`src/design/core_pkg.sv`:
```
`default_nettype none

package core_pkg;

    localparam int XLEN          = 32;
    localparam int NR_REGS       = 16;
    localparam int REG_BITS      = 4;
    localparam int NR_LANES      = 2;
    localparam int NR_SB_ENTRIES = 4;
    localparam int TRANS_ID_BITS = 2;
    localparam int MUL_CYCLES    = 4;
    localparam int MUL_SLICE     = 8;     // bits of b consumed per multiply step

    // instruction word layout
    localparam int OPC_BITS = 4;
    localparam int IMM_BITS = 16;
    localparam int OPC_LSB  = 28;
    localparam int RD_LSB   = 24;
    localparam int RS1_LSB  = 20;
    localparam int RS2_LSB  = 16;

    // codes 8..15 retire as no-ops
    typedef enum logic [OPC_BITS-1:0] {
        OP_ADD  = 4'h0,
        OP_SUB  = 4'h1,
        OP_AND  = 4'h2,
        OP_OR   = 4'h3,
        OP_XOR  = 4'h4,
        OP_ADDI = 4'h5,
        OP_MUL  = 4'h6,
        OP_HALT = 4'h7
    } op_e;

endpackage

`default_nettype wire

```
`src/design/fetch_unit.sv`:
```
`default_nettype none

module fetch_unit (
    input  logic                      clk_i,
    input  logic                      rst_n,
    input  logic                      enable_i,
    input  logic [core_pkg::XLEN-1:0] boot_addr_i,
    input  logic                      halt_i,
    output logic                      wb_cyc_o,
    output logic                      wb_stb_o,
    output logic [core_pkg::XLEN-1:0] wb_adr_o,
    input  logic [core_pkg::XLEN-1:0] wb_dat_i,
    input  logic                      wb_ack_i,
    output logic                      instr_valid_o,
    output logic [core_pkg::XLEN-1:0] instr_data_o,
    input  logic                      instr_ready_i
);
    import core_pkg::*;

    typedef enum logic [1:0] {
        S_IDLE,
        S_REQ,     // bus cycle open
        S_HOLD,    // word buffered, waiting for issue
        S_STOP
    } state_e;

    state_e          state_q;
    state_e          state_d;
    logic [XLEN-1:0] pc_q;
    logic [XLEN-1:0] buf_q;

    assign wb_cyc_o      = (state_q == S_REQ);
    assign wb_stb_o      = (state_q == S_REQ);
    assign wb_adr_o      = pc_q;
    assign instr_valid_o = (state_q == S_HOLD);
    assign instr_data_o  = buf_q;

    always_comb begin
        state_d = state_q;
        case (state_q)
            S_IDLE: begin
                if (enable_i) begin
                    state_d = S_REQ;
                end
            end
            S_REQ: begin
                if (wb_ack_i) begin
                    state_d = halt_i ? S_STOP : S_HOLD;  // word after halt is dropped
                end
            end
            S_HOLD: begin
                if (halt_i) begin
                    state_d = S_STOP;
                end else if (instr_ready_i) begin
                    state_d = S_REQ;
                end
            end
            default: state_d = S_STOP;
        endcase
    end

    always_ff @(posedge clk_i or negedge rst_n) begin
        if (!rst_n) begin
            state_q <= S_IDLE;
            pc_q    <= '0;
        end else begin
            state_q <= state_d;
            if (state_q == S_IDLE && enable_i) begin
                pc_q <= boot_addr_i;
            end else if (state_q == S_REQ && wb_ack_i) begin
                pc_q <= pc_q + XLEN'(1);   // word address
            end
        end
    end

    always_ff @(posedge clk_i) begin
        if (state_q == S_REQ && wb_ack_i) begin
            buf_q <= wb_dat_i;
        end
    end

endmodule

`default_nettype wire

```
`src/design/issue_stage.sv`:
```
`default_nettype none

module issue_stage (
    input  logic                                                       clk_i,
    input  logic                                                       rst_n,
    input  logic                                                       instr_valid_i,
    input  logic [core_pkg::XLEN-1:0]                                  instr_data_i,
    output logic                                                       instr_ready_o,
    output logic                                                       halt_o,
    output logic [core_pkg::REG_BITS-1:0]                              raddr_a_o,
    output logic [core_pkg::REG_BITS-1:0]                              raddr_b_o,
    input  logic [core_pkg::XLEN-1:0]                                  rdata_a_i,
    input  logic [core_pkg::XLEN-1:0]                                  rdata_b_i,
    output logic [core_pkg::NR_LANES-1:0]                              lane_valid_o,
    output core_pkg::op_e [core_pkg::NR_LANES-1:0]                     lane_op_o,
    output logic [core_pkg::NR_LANES-1:0][core_pkg::XLEN-1:0]          lane_a_o,
    output logic [core_pkg::NR_LANES-1:0][core_pkg::XLEN-1:0]          lane_b_o,
    output logic [core_pkg::NR_LANES-1:0][core_pkg::TRANS_ID_BITS-1:0] lane_id_o,
    input  logic [core_pkg::NR_LANES-1:0]                              lane_ready_i,
    input  logic [core_pkg::NR_LANES-1:0]                              lane_done_i,
    input  logic [core_pkg::NR_LANES-1:0][core_pkg::XLEN-1:0]          lane_result_i,
    input  logic [core_pkg::NR_LANES-1:0][core_pkg::TRANS_ID_BITS-1:0] lane_done_id_i,
    output logic                                                       head_valid_o,
    output logic [core_pkg::REG_BITS-1:0]                              head_rd_o,
    output logic                                                       head_we_o,
    output logic [core_pkg::XLEN-1:0]                                  head_data_o,
    output logic                                                       head_halt_o,
    input  logic                                                       commit_ack_i,
    output logic                                                       busy_o
);
    import core_pkg::*;

    logic [OPC_BITS-1:0]      opcode;
    logic [REG_BITS-1:0]      rd;
    logic [REG_BITS-1:0]      rs1;
    logic [REG_BITS-1:0]      rs2;
    logic [XLEN-1:0]          imm;
    logic                     is_alu;
    logic                     is_halt;
    logic                     hazard;
    logic                     fire;
    logic [NR_LANES-1:0]      grant;

    // scoreboard, one entry per transaction id
    logic [NR_SB_ENTRIES-1:0] sb_valid_q;
    logic [NR_SB_ENTRIES-1:0] sb_done_q;
    logic [NR_SB_ENTRIES-1:0] sb_we_q;
    logic [NR_SB_ENTRIES-1:0] sb_halt_q;
    logic [REG_BITS-1:0]      sb_rd_q   [NR_SB_ENTRIES];
    logic [XLEN-1:0]          sb_data_q [NR_SB_ENTRIES];
    logic [TRANS_ID_BITS-1:0] head_q;
    logic [TRANS_ID_BITS-1:0] tail_q;
    logic                     halted_q;

    assign opcode    = instr_data_i[OPC_LSB +: OPC_BITS];
    assign rd        = instr_data_i[RD_LSB +: REG_BITS];
    assign rs1       = instr_data_i[RS1_LSB +: REG_BITS];
    assign rs2       = instr_data_i[RS2_LSB +: REG_BITS];
    assign imm       = {{(XLEN-IMM_BITS){instr_data_i[IMM_BITS-1]}}, instr_data_i[IMM_BITS-1:0]};
    assign raddr_a_o = rs1;
    assign raddr_b_o = rs2;
    assign is_halt   = (opcode == OP_HALT);

    always_comb begin
        case (opcode)
            OP_ADD, OP_SUB, OP_AND, OP_OR, OP_XOR, OP_ADDI, OP_MUL: is_alu = 1'b1;
            default: is_alu = 1'b0;
        endcase
    end

    // no forwarding, so any pending writer of a source stalls issue
    always_comb begin
        hazard = 1'b0;
        for (int i = 0; i < NR_SB_ENTRIES; i++) begin
            if (sb_valid_q[i] && sb_we_q[i] && (sb_rd_q[i] == rs1 || sb_rd_q[i] == rs2)) begin
                hazard = 1'b1;
            end
        end
    end

    assign grant = lane_ready_i & ~(lane_ready_i - 1'b1);   // lowest ready lane

    // tail entry still valid means the scoreboard is full
    assign instr_ready_o = !halted_q && !sb_valid_q[tail_q] && !hazard
                           && (!is_alu || |lane_ready_i);
    assign fire          = instr_valid_i && instr_ready_o;
    assign halt_o        = halted_q || (fire && is_halt);

    always_comb begin
        for (int k = 0; k < NR_LANES; k++) begin
            lane_valid_o[k] = fire && is_alu && grant[k];
            lane_op_o[k]    = op_e'(opcode);
            lane_a_o[k]     = rdata_a_i;
            lane_b_o[k]     = (opcode == OP_ADDI) ? imm : rdata_b_i;
            lane_id_o[k]    = tail_q;
        end
    end

    assign head_valid_o = sb_valid_q[head_q] && sb_done_q[head_q];
    assign head_rd_o    = sb_rd_q[head_q];
    assign head_we_o    = sb_we_q[head_q];
    assign head_data_o  = sb_data_q[head_q];
    assign head_halt_o  = sb_halt_q[head_q];
    assign busy_o       = |sb_valid_q;

    always_ff @(posedge clk_i or negedge rst_n) begin
        if (!rst_n) begin
            sb_valid_q <= '0;
            sb_done_q  <= '0;
            head_q     <= '0;
            tail_q     <= '0;
            halted_q   <= 1'b0;
        end else begin
            for (int k = 0; k < NR_LANES; k++) begin
                if (lane_done_i[k]) begin
                    sb_done_q[lane_done_id_i[k]] <= 1'b1;
                end
            end
            if (fire) begin
                sb_valid_q[tail_q] <= 1'b1;
                sb_done_q[tail_q]  <= !is_alu;     // halt and no-ops finish at issue
                tail_q             <= tail_q + 1'b1;
                halted_q           <= halted_q || is_halt;
            end
            if (commit_ack_i) begin
                sb_valid_q[head_q] <= 1'b0;
                head_q             <= head_q + 1'b1;
            end
        end
    end

    always_ff @(posedge clk_i) begin
        if (fire) begin
            sb_rd_q[tail_q]   <= rd;
            sb_we_q[tail_q]   <= is_alu;
            sb_halt_q[tail_q] <= is_halt;
            sb_data_q[tail_q] <= '0;
        end
        // completions arrive in any order
        for (int k = 0; k < NR_LANES; k++) begin
            if (lane_done_i[k]) begin
                sb_data_q[lane_done_id_i[k]] <= lane_result_i[k];
            end
        end
    end

endmodule

`default_nettype wire

```
`src/design/alu_lane.sv`:
```
`default_nettype none

module alu_lane (
    input  logic                               clk_i,
    input  logic                               rst_n,
    input  logic                               valid_i,
    input  core_pkg::op_e                      op_i,
    input  logic [core_pkg::XLEN-1:0]          a_i,
    input  logic [core_pkg::XLEN-1:0]          b_i,
    input  logic [core_pkg::TRANS_ID_BITS-1:0] id_i,
    output logic                               ready_o,
    output logic                               done_o,
    output logic [core_pkg::XLEN-1:0]          result_o,
    output logic [core_pkg::TRANS_ID_BITS-1:0] done_id_o
);
    import core_pkg::*;

    logic                          accept;
    logic                          mul_busy_q;
    logic [$clog2(MUL_CYCLES)-1:0] step_q;
    logic [XLEN-1:0]               mcand_q;    // a, moved up one slice per step
    logic [XLEN-1:0]               mplier_q;   // slices of b still to go
    logic [XLEN-1:0]               acc_q;
    logic [XLEN-1:0]               acc_next;
    logic [XLEN-1:0]               alu_res;

    assign ready_o  = !mul_busy_q;
    assign accept   = valid_i && ready_o;
    assign acc_next = acc_q + mcand_q * mplier_q[MUL_SLICE-1:0];

    always_comb begin
        case (op_i)
            OP_ADD, OP_ADDI: alu_res = a_i + b_i;
            OP_SUB:          alu_res = a_i - b_i;
            OP_AND:          alu_res = a_i & b_i;
            OP_OR:           alu_res = a_i | b_i;
            OP_XOR:          alu_res = a_i ^ b_i;
            default:         alu_res = '0;
        endcase
    end

    always_ff @(posedge clk_i or negedge rst_n) begin
        if (!rst_n) begin
            mul_busy_q <= 1'b0;
            step_q     <= '0;
            done_o     <= 1'b0;
        end else begin
            done_o <= 1'b0;
            if (accept) begin
                mul_busy_q <= (op_i == OP_MUL);
                done_o     <= (op_i != OP_MUL);
                step_q     <= 1'b1;   // first slice taken at acceptance
            end else if (mul_busy_q) begin
                step_q <= step_q + 1'b1;
                if (step_q == MUL_CYCLES - 1) begin
                    mul_busy_q <= 1'b0;
                    done_o     <= 1'b1;
                end
            end
        end
    end

    always_ff @(posedge clk_i) begin
        if (accept) begin
            done_id_o <= id_i;
            result_o  <= alu_res;
            acc_q     <= a_i * b_i[MUL_SLICE-1:0];
            mcand_q   <= a_i << MUL_SLICE;
            mplier_q  <= b_i >> MUL_SLICE;
        end else if (mul_busy_q) begin
            acc_q    <= acc_next;
            mcand_q  <= mcand_q << MUL_SLICE;
            mplier_q <= mplier_q >> MUL_SLICE;
            if (step_q == MUL_CYCLES - 1) begin
                result_o <= acc_next;   // low word of the product
            end
        end
    end

endmodule

`default_nettype wire

```
`src/design/commit_unit.sv`:
```
`default_nettype none

module commit_unit (
    input  logic                          clk_i,
    input  logic                          rst_n,
    input  logic                          head_valid_i,
    input  logic [core_pkg::REG_BITS-1:0] head_rd_i,
    input  logic                          head_we_i,
    input  logic [core_pkg::XLEN-1:0]     head_data_i,
    input  logic                          head_halt_i,
    output logic                          commit_ack_o,
    input  logic [core_pkg::REG_BITS-1:0] raddr_a_i,
    input  logic [core_pkg::REG_BITS-1:0] raddr_b_i,
    output logic [core_pkg::XLEN-1:0]     rdata_a_o,
    output logic [core_pkg::XLEN-1:0]     rdata_b_o,
    output logic                          retire_valid_o,
    output logic [core_pkg::REG_BITS-1:0] retire_rd_o,
    output logic [core_pkg::XLEN-1:0]     retire_data_o,
    output logic                          retire_we_o,
    output logic                          halted_o
);
    import core_pkg::*;

    logic [XLEN-1:0] rf_q [NR_REGS];
    logic            rf_we;
    logic            halt_retired_q;

    assign commit_ack_o = head_valid_i;   // head is never refused
    assign rf_we        = head_valid_i && head_we_i && (head_rd_i != '0);
    assign rdata_a_o    = rf_q[raddr_a_i];
    assign rdata_b_o    = rf_q[raddr_b_i];

    // r0 is cleared at reset and never written
    always_ff @(posedge clk_i or negedge rst_n) begin
        if (!rst_n) begin
            for (int i = 0; i < NR_REGS; i++) begin
                rf_q[i] <= '0;
            end
        end else if (rf_we) begin
            rf_q[head_rd_i] <= head_data_i;
        end
    end

    always_ff @(posedge clk_i or negedge rst_n) begin
        if (!rst_n) begin
            retire_valid_o <= 1'b0;
            halt_retired_q <= 1'b0;
            halted_o       <= 1'b0;
        end else begin
            retire_valid_o <= head_valid_i;
            halt_retired_q <= head_valid_i && head_halt_i;
            halted_o       <= halted_o || halt_retired_q;   // sticky until reset
        end
    end

    always_ff @(posedge clk_i) begin
        if (head_valid_i) begin
            retire_rd_o   <= head_rd_i;
            retire_data_o <= head_data_i;
            retire_we_o   <= rf_we;
        end
    end

endmodule

`default_nettype wire

```
`src/design/mini_core.sv`:
```
`default_nettype none

module mini_core (
    input  logic                          clk_i,
    input  logic                          rst_n,
    input  logic                          fetch_enable_i,
    input  logic [core_pkg::XLEN-1:0]     boot_addr_i,
    output logic                          wb_cyc_o,
    output logic                          wb_stb_o,
    output logic [core_pkg::XLEN-1:0]     wb_adr_o,
    input  logic [core_pkg::XLEN-1:0]     wb_dat_i,
    input  logic                          wb_ack_i,
    output logic                          retire_valid_o,
    output logic [core_pkg::REG_BITS-1:0] retire_rd_o,
    output logic [core_pkg::XLEN-1:0]     retire_data_o,
    output logic                          retire_we_o,
    output logic                          halted_o,
    output logic                          core_busy_o
);
    import core_pkg::*;

    logic                                   fetch_enable_q;
    logic                                   instr_valid;
    logic [XLEN-1:0]                        instr_data;
    logic                                   instr_ready;
    logic                                   halt_req;
    logic [REG_BITS-1:0]                    raddr_a;
    logic [REG_BITS-1:0]                    raddr_b;
    logic [XLEN-1:0]                        rdata_a;
    logic [XLEN-1:0]                        rdata_b;
    logic [NR_LANES-1:0]                    lane_valid;
    op_e  [NR_LANES-1:0]                    lane_op;
    logic [NR_LANES-1:0][XLEN-1:0]          lane_a;
    logic [NR_LANES-1:0][XLEN-1:0]          lane_b;
    logic [NR_LANES-1:0][TRANS_ID_BITS-1:0] lane_id;
    logic [NR_LANES-1:0]                    lane_ready;
    logic [NR_LANES-1:0]                    lane_done;
    logic [NR_LANES-1:0][XLEN-1:0]          lane_result;
    logic [NR_LANES-1:0][TRANS_ID_BITS-1:0] lane_done_id;
    logic                                   head_valid;
    logic [REG_BITS-1:0]                    head_rd;
    logic                                   head_we;
    logic [XLEN-1:0]                        head_data;
    logic                                   head_halt;
    logic                                   commit_ack;
    logic                                   sb_busy;

    assign core_busy_o = (fetch_enable_q && !halted_o) || sb_busy;

    // enable is sampled once at the core boundary
    always_ff @(posedge clk_i or negedge rst_n) begin
        if (!rst_n) begin
            fetch_enable_q <= 1'b0;
        end else begin
            fetch_enable_q <= fetch_enable_i;
        end
    end

    fetch_unit u_fetch_unit (
        .enable_i      (fetch_enable_q),
        .halt_i        (halt_req),
        .instr_valid_o (instr_valid),
        .instr_data_o  (instr_data),
        .instr_ready_i (instr_ready),
        .*
    );

    issue_stage u_issue_stage (
        .clk_i          (clk_i),
        .rst_n          (rst_n),
        .instr_valid_i  (instr_valid),
        .instr_data_i   (instr_data),
        .instr_ready_o  (instr_ready),
        .halt_o         (halt_req),
        .raddr_a_o      (raddr_a),
        .raddr_b_o      (raddr_b),
        .rdata_a_i      (rdata_a),
        .rdata_b_i      (rdata_b),
        .lane_valid_o   (lane_valid),
        .lane_op_o      (lane_op),
        .lane_a_o       (lane_a),
        .lane_b_o       (lane_b),
        .lane_id_o      (lane_id),
        .lane_ready_i   (lane_ready),
        .lane_done_i    (lane_done),
        .lane_result_i  (lane_result),
        .lane_done_id_i (lane_done_id),
        .head_valid_o   (head_valid),
        .head_rd_o      (head_rd),
        .head_we_o      (head_we),
        .head_data_o    (head_data),
        .head_halt_o    (head_halt),
        .commit_ack_i   (commit_ack),
        .busy_o         (sb_busy)
    );

    for (genvar k = 0; k < NR_LANES; k++) begin : g_lane
        alu_lane u_alu_lane (
            .clk_i     (clk_i),
            .rst_n     (rst_n),
            .valid_i   (lane_valid[k]),
            .op_i      (lane_op[k]),
            .a_i       (lane_a[k]),
            .b_i       (lane_b[k]),
            .id_i      (lane_id[k]),
            .ready_o   (lane_ready[k]),
            .done_o    (lane_done[k]),
            .result_o  (lane_result[k]),
            .done_id_o (lane_done_id[k])
        );
    end

    commit_unit u_commit_unit (
        .head_valid_i (head_valid),
        .head_rd_i    (head_rd),
        .head_we_i    (head_we),
        .head_data_i  (head_data),
        .head_halt_i  (head_halt),
        .commit_ack_o (commit_ack),
        .raddr_a_i    (raddr_a),
        .raddr_b_i    (raddr_b),
        .rdata_a_o    (rdata_a),
        .rdata_b_o    (rdata_b),
        .*
    );

endmodule

`default_nettype wire

```
`config.mk`:
```
export PLATFORM = sky130hd
export DESIGN_NAME = mini_core
export DESIGN_NICKNAME = d
export VERILOG_FILES = /design/src/design/core_pkg.sv /design/src/design/fetch_unit.sv /design/src/design/issue_stage.sv /design/src/design/alu_lane.sv /design/src/design/commit_unit.sv /design/src/design/mini_core.sv
export SDC_FILE = /design/constraint.sdc
export NUM_CORES = 2
export LEC_CHECK = 0
export ABC_AREA = 1
export BUFFER_PORTS_ARGS = -buffer_cell sky130_fd_sc_hd__buf_4
export CAP_MARGIN = 30
export CORE_MARGIN = 2
export CORE_UTILIZATION = 53
export DETAILED_ROUTE_END_ITERATION = 12
export GPL_TIMING_DRIVEN = 0
export PLACE_DENSITY = 0.78
export SLEW_MARGIN = 20
export SYNTH_ARGS = -nofsm -noshare
export SYNTH_HDL_FRONTEND = slang
export SYNTH_SLANG_ARGS = --single-unit
```
`constraint.sdc`:
```
create_clock -name clk_i -period 11.3 [get_ports clk_i]
set_input_delay 2.26 -clock clk_i [delete_from_list [all_inputs] [get_ports clk_i]]
set_output_delay 2.26 -clock clk_i [all_outputs]
set_load 0.03 [all_outputs]
```
==> After elaboration in Yosys (flattened, before gate mapping) <==
Memory sizes are Yosys's and may differ from the RTL's.
Cells that the tools add are included.
{ "classes": {"eq_ne": 23, "add_sub_neg": 10, "bitwise_logic": 13, "muxes": 90, "multipliers": 3, "n_reduce_logical": 61, "n_lt_le_gt_ge": 12} }
{ "ops": {"columns": ["op", "n"], "rows": [
  ["$mux W32", 22],
  ["$bwmux W512", 1],
  ["$bmux W32 S4", 2],
  ["$pmux W32 S5", 1],
  ["$demux W32 S4", 1],
  ["$add A32 B32 Y32", 3],
  ["$mux W24", 4],
  ["$mul A24 B8 Y24", 2],
  ["$mux W1", 33],
  ["$add A32 B1 Y32 const B", 1],
  ["$and A32 B32 Y32", 1],
  ["$eq A4 B4 Y1", 8],
  ["$mul A32 B8 Y32", 1],
  ["$or A32 B32 Y32", 1],
  ["$sub A32 B32 Y32", 1],
  ["$xor A32 B32 Y32", 1],
  ["$logic_and A1 B1 Y1", 30],
  ["$mux W4", 5],
  ["$eq A4 B3 Y1 const B", 4],
  ["$mux W2", 8],
  ["$ge A5 B5 Y1 const B", 3],
  ["$not A4 Y5", 3],
  ["$bwmux W4", 3],
  ["$lt A2 B3 Y1 const B", 4],
  ["31 further kinds", 69]
]} }
{ "totals": {"ram_bits": 144, "input_bits": 68, "word_cells": 263, "regBits": 876, "memories": 2, "out_inout_bits": 74} }
{ "memory_table": {"columns": ["memory", "depth", "width", "read_ports", "rd_ports_with_merged_regs", "wr", "line", "source"], "rows": [
  ["u_issue_stage.sb_data_q", 4, 32, 1, 0, 3, "issue_stage.sv:50", "logic [XLEN-1:0] sb_data_q [NR_SB_ENTRIES];"],
  ["u_issue_stage.sb_rd_q", 4, 4, 5, 0, 1, "issue_stage.sv:49", "logic [REG_BITS-1:0] sb_rd_q [NR_SB_ENTRIES];"]
]} }

==> Logic depth before layout (Yosys ltp) <==
An unclocked memory read counts as a cell.
{ "depth": {"depth_word": 17, "depth_mapped": 39, "depth_no_buf": 36} }

==> Cells and area by module <==
Synthesis repeated with hierarchy kept, for this count alone.
{ "unflattened": {"hier_cells": 12313, "hier_area_um2": 88997.9} }
{ "by_module_without_submodules": {"columns": ["mod", "area_per_inst_um2", "instances", "cells_each", "seq_area_each_um2"], "rows": [
  ["commit_unit", 30773.3, 1, 4447, 13998.4],
  ["alu_lane (g_lane[0].u_alu_lane)", 22550.4, 1, 3183, 3523.4],
  ["alu_lane (g_lane[1].u_alu_lane)", 22469.0, 1, 3146, 3523.4],
  ["issue_stage", 9504.1, 1, 1067, 4889.7],
  ["fetch_unit", 3661.0, 1, 465, 1811.7],
  ["mini_core", 40.0, 1, 5, 25.0]
]} }

==> Least setup slack after synthesis <==
OpenSTA, ideal clock, no wires.
{ "synth_path": {"path_type": "register to register", "startpoint": "reg u_fetch_unit.buf_q[20], in the netlist u_fetch_unit.instr_data_o[20]", "endpoint": "reg g_lane[1].u_alu_lane.acc_q[29] (data pin)", "t_arrival_ns": 6.051, "setup_ns": 0.269, "path_buffers": 6, "stages_incl_launch_ff": 33, "synth_period_minus_slack_ns": 6.320, "setup_slack_ns": 4.980, "t_required_ns": 11.031, "path_cell_list": "edfxtp_1 > buf_2 > buf_2 > buf_2 > clkbuf_1 > clkbuf_1 > clkbuf_1 > a21oi_1 > o211ai_1 > nand2_1 > clkinv_1 > nor2_1 > fa_1 > inv_1 > fa_1 > inv_1 > fa_1 > inv_1 > fa_1 > inv_1 > ha_1 > nand2_1 > o21ai_0 > nand2_1 > o211ai_1 > nand2_1 > nand3_1 > nand2_1 > o211ai_1 > a21oi_1 > o21ai_0 > xor2_1 > o21ai_0"} }
{ "synth_between": {"elab_cells_between_ends": 29, "cone_classes": "mul (1); eq/ne (4); mux (8); bitwise (1); reduce/logical (15)"} }
{ "synth_rtl": {"columns": ["item", "line", "source"], "rows": [
  ["from (decl)", "fetch_unit.sv:30", "logic [XLEN-1:0] buf_q;"],
  ["from (signal assigned)", "fetch_unit.sv:78", "buf_q <= wb_dat_i;"],
  ["$not A4 Y5 (implied by the code)", "commit_unit.sv:30", "assign rdata_a_o = rf_q[raddr_a_i];"],
  ["$bmux W32 S4", "commit_unit.sv:30", null],
  ["$mux W32 (implied by the code) (2 in series)", "commit_unit.sv:30", null],
  ["via g_lane[0].u_alu_lane.a_i (one bit)", "alu_lane.sv:8", "input logic [core_pkg::XLEN-1:0] a_i,"],
  ["$mul A32 B8 Y32", "alu_lane.sv:67", "acc_q <= a_i * b_i[MUL_SLICE-1:0];"],
  ["$mux W32", "alu_lane.sv:64", "if (accept) begin"],
  ["to (signal assigned)", "alu_lane.sv:67", null],
  ["to (signal assigned)", "alu_lane.sv:71", "acc_q <= acc_next;"],
  ["to (decl)", "alu_lane.sv:23", "logic [XLEN-1:0] acc_q;"]
]} }
The timed path passes the listed nets, and every way through them passes these cells. The select of a mux whose other input is x is not followed.
A chain may end at the register's enable or synchronous reset.

==> Worst setup path in the final report <==
{ "layout_path": {"startpoint": "reg u_fetch_unit.buf_q[20], in the netlist u_fetch_unit.instr_data_o[20]", "endpoint": "reg g_lane[1].u_alu_lane.acc_q[29] (data pin)"} }
{ "layout_between": {"elab_chain_cells": 15, "elab_cells_between_ends": 29, "cone_classes": "mul (1); eq/ne (4); mux (8); bitwise (1); reduce/logical (15)"} }
{ "layout_lines": {"columns": ["item", "line"], "rows": [
  ["parallel branches: the longest is 14 deep, another holds $mul A32 B8 Y32", null],
  ["$mux W32 (*)", "alu_lane.sv:64"]
]} }
Mark *: on every way between the ends. The select of a mux whose other input is x is not followed.

==> results.py <==
metrics = {
    "outcome": {
        "status": "complete, no violations",
    },
    "final_layout": {
        "syn2layout_area_growth_pct": 12.7,
        "final_layout_size_suffix_gt1_frac": 0.0725,
        "nNetsFinal": 10229,
    },
    "worst_setup_path": {
        "r2r_end": "g_lane[1].u_alu_lane.acc_q[29]$_DFFE_PP_",
        "worst-setup-path-type": "reg2reg",
        "worstPathMaxFanout": 10,
        "cp_slowest_stage_delay_ns": 0.78,
        "timing.rr.start": "u_fetch_unit.instr_data_o[20]$_DFFE_PP_",
        "crit_family": "buffers and inverters",
        "r2r.worst_path.cells": 31,
        "r2r_setup_slack_ns": 0.71,
        "end_kind": "flop",
        "start_kind": "flop",
        "slowest_stage": "clkbuf_1",
        "crit_path_frequent_cell": "inv_1",
        "worstPathArrival_ns": 11.09,
        "cp_num_buf_inv": 10,
        "cp.required_ns": 11.80,
    },
    "yosys": {
        "synth_area_sq_mm": 0.0725,
        "yosysTopAreaCell": "dfrtp_1",
        "synth_edf_count": 449,
        "ys_top_cells_by_area": "dfrtp_1 20%, edfxtp_1 19%, nand2_1 11%, fa_1 10%, o21ai_0 7.1%",
        "synthCells": 9157,
        "yosysWarnings": 0,
        "synthArstFlopShare": 0.560,
        "synthTopCellsByCount": "2,126 x nand2_1, 1,300 x inv_1, 1,022 x o21ai_0, 802 x nand3_1, 571 x dfrtp_1",
        "ys.flop_type": "dfrtp_1",
        "synth-seq-cells": 1020,
        "yosysSeqAreaShare": 0.383,
        "yosysUniqueCellTypes": 58,
        "syn_avg_cell_area_sq_um": 7.92,
        "synth_top_area_frac": 0.197,
        "synth_nets": 9861,
        "yosysMostFrequentCell": "nand2_1",
    },
    "routing": {
        "first_pass_iters": 10,
        "drc_errors": 0,
        "routed_wl_mm": 357,
        "drtIter0Drc": 14153,
        "wl_per_cell_um": 31.3,
        "vias_per_cell": 6.50,
        "postRouteAntennaNets": 0,
        "via_count": 74326,
    },
    "global_routing": {
        "grt_pass1_wl_mm": 502,
        "gr-usage-met2": 0.664,
        "grt-ovfl-total": 0,
        "antenna_found_initial": 31,
        "grt-busiest-layer": "met2",
        "grt_pass1_vias": 69642,
        "grt_usage": 0.502,
        "grt_use_met3": 0.233,
        "use_met1": 0.662,
        "grt_max_degree": 95,
    },
    "place": {
        "gp_congestion": 1.13,
        "io_buffers": 141,
        "dp_hpwl_mm": 266,
    },
    "clock_network": {
        "clk_latency_ns": 0.81,
        "postCtsSetupBuffers": 0,
        "numCtsBuffers": 114,
        "cts.reportedPaths.clkPinSlew_ns": 0.07,
        "cts_tree": "done",
        "root_buffer": "clkbuf_16",
        "cts_hold_buf": 0,
        "htree_levels": 3,
        "cts_resized": 0,
        "clockBufferDepth": 3,
        "cts_sinks": 1020,
    },
    "run": {
        "cap_violations": 0,
    },
    "sta": {
        "fin_crit_ns": 10.59,
        "hold_ws_ns": 0.464,
        "finalSetupTns_ns": 0,
        "rsz0062_at_grt": "no",
        "skew_ns": 0.0731,
        "max_slew_margin": 0.201,
        "slew_viol_final": 0,
        "worst_pin_slew_ns": 1.19,
        "finalHoldViolCount": 0,
        "setup_viol": 0,
        "max_freq_mhz": 94.4,
        "period_share": 0.937,
    },
    "die": {
        "rows": 135,
        "start_util": 0.535,
        "die_h_um": 374,
        "die_w_um": 374,
        "coreArea_sq_mm": 0.136,
        "die-area_sq_mm": 0.140,
        "boundaryPins": 142,
    },
    "min_path": {
        "min_path_type": "reg2reg",
        "min_from": "u_commit_unit.halt_retired_q$_DFF_PN0_",
        "whs_path_depth": 1,
        "hold-path-endpoint": "u_commit_unit.halted_o$_DFF_PN0_",
    },
    "pwr": {
        "power_leakage_nw": 36.2,
        "powerDensity_mw_per_mm2": 97.9,
        "ir_drop_mv": 0.151,
    },
}
## stage by stage
stage	instance area (sq um)	util	cells	worst slack [ns]	power, mW
3_5_place_dp	77600	0.572	11178	1.40	4.02
5_1_grt	81700	0.602	11399	0.784	8.11
3_3_place_gp	75800	0.559	11079	1.05	4.01
4_1_cts	81600	0.601	11386	1.35	7.97
2_1_floorplan	72500	-	9157	4.98	3.94
6_report	81800	0.603	11428	0.708	8.01
## state kept, by name, summed over array words and instances, names as in the netlist, 4 cells and up
name                         flops
g_lane.u_alu_lane.result_o      64
g_lane.u_alu_lane.mplier_q      48
u_fetch_unit.instr_data_o       32
u_issue_stage.sb_valid_q         4
u_issue_stage.sb_we_q            4
u_commit_unit.rf_q             512
u_issue_stage.sb_rd_q           16
u_commit_unit.retire_rd_o        4
g_lane.u_alu_lane.mcand_q       48
u_commit_unit.retire_data_o     32
g_lane.u_alu_lane.acc_q         64
u_issue_stage.sb_data_q        128
u_issue_stage.sb_halt_q          4
g_lane.u_alu_lane.step_q         4
u_fetch_unit.wb_adr_o           32
u_issue_stage.sb_done_q          4
g_lane.u_alu_lane.done_id_o      4
## worst max-delay path by stage
stage	from	endpoint	slack (ns)	cells after the start
final	u_fetch_unit.instr_data_o[20]$_DFFE_PP_	g_lane[1].u_alu_lane.acc_q[29]$_DFFE_PP_	0.71	31
after global routing	u_fetch_unit.instr_data_o[21]$_DFFE_PP_	g_lane[1].u_alu_lane.acc_q[29]$_DFFE_PP_	0.78	28
after CTS	u_fetch_unit.instr_data_o[21]$_DFFE_PP_	g_lane[1].u_alu_lane.acc_q[29]$_DFFE_PP_	1.35	28
after detailed placement	u_fetch_unit.instr_data_o[21]$_DFFE_PP_	g_lane[1].u_alu_lane.acc_q[29]$_DFFE_PP_	1.40	28
after global placement	u_fetch_unit.instr_data_o[21]$_DFFE_PP_	g_lane[1].u_alu_lane.acc_q[29]$_DFFE_PP_	1.05	30
after floorplan	u_fetch_unit.instr_data_o[20]$_DFFE_PP_	g_lane[1].u_alu_lane.acc_q[29]$_DFFE_PP_	4.98	32
## power by group
part / total, mW / switching [mW] / internal, mW
Clock: 4.06 / 1.77 / 2.30
Sequential: 3.86 / 0.00328 / 3.85
Combinational: 0.0881 / 0.0610 / 0.0271
Total: 8.01 / 1.83 / 6.18
## cells by family (layout without fill, tap and decap cells)
| family | Yosys count | count (layout) | share of synthesized area |
|---|---|---|---|
| AO/OA/AOI/OAI | 1898 | 1898 | 0.143 |
| XOR/XNOR | 201 | 201 | 0.0243 |
| adder cells (fa/ha/maj) | 636 | 636 | 0.149 |
| buffers and inverters | 1894 | 2354 | 0.100 |
| flip-flops | 1020 | 1020 | 0.383 |
| multiplexers | 1 | 1 | 0.000155 |
| other | 0 | 30 | 0 |
| AND/OR/NAND/NOR | 3507 | 3507 | 0.201 |
## metal layers
metal	vias to the layer above	wire [um]
li1	30512	-
met1	35419	131000
met5	-	308
met2	6845	136000
met4	22	26400
met3	1528	63200
## worst reg2reg max path, delay by kind of cell (launching register included)
family	cells	cell delay (ns)
and+or+nand+nor	9	2.17
buffers and inverters	10	3.66
AOI/OAI and AO/OA	6	1.07
xor gates and xnor gates	1	0.65
DFF	1	0.37
adders and majority gates	5	2.38
## cell usage in the layout, fill, tap and decap left out, drive strengths merged, types with 2 or more instances in the layout
| master | netlist | layout |
|---|---|---|
| nor2 | 438 | 438 |
| nand3b | 8 | 8 |
| o41ai | 5 | 5 |
| nor3 | 41 | 41 |
| dfrtp | 571 | 571 |
| nand2 | 2127 | 2127 |
| o211ai | 104 | 104 |
| clkinvlp | 0 | 9 |
| or2 | 47 | 47 |
| o2111ai | 14 | 14 |
| o311ai | 8 | 8 |
| a31oi | 29 | 29 |
| a211oi | 6 | 6 |
| diode | 0 | 30 |
| xnor2 | 63 | 63 |
| buf | 186 | 436 |
| a221oi | 17 | 17 |
| nor4 | 20 | 20 |
| nand4 | 21 | 21 |
| inv | 1316 | 1324 |
| a21boi | 3 | 3 |
| o221ai | 3 | 3 |
| clkinv | 17 | 42 |
| xor2 | 138 | 138 |
| fa | 375 | 375 |
| nand3 | 803 | 803 |
| a21oi | 512 | 512 |
| a31o | 2 | 2 |
| a21o | 15 | 15 |
| a32oi | 36 | 36 |
| bufinv | 0 | 14 |
| clkbuf | 375 | 528 |
| ha | 261 | 261 |
| o21bai | 8 | 8 |
| o21a | 25 | 25 |
| o21ai | 1089 | 1089 |
| o22ai | 13 | 13 |
| edfxtp | 449 | 449 |
| o31ai | 5 | 5 |
## final cells by class
type / count / area [sq um]
buffer: 561 / 2310
tap: 1781 / 2230
inverter: 1333 / 5010
timing repair buffer: 252 / 2670
clock inverter: 56 / 818
multi-input combinational: 6243 / 37800
antenna: 30 / 75.1
fill: 12135 / 53800
clock buffer: 152 / 3160
sequential: 1020 / 27800
No activity file was read; power rests on OpenSTA's default activity.
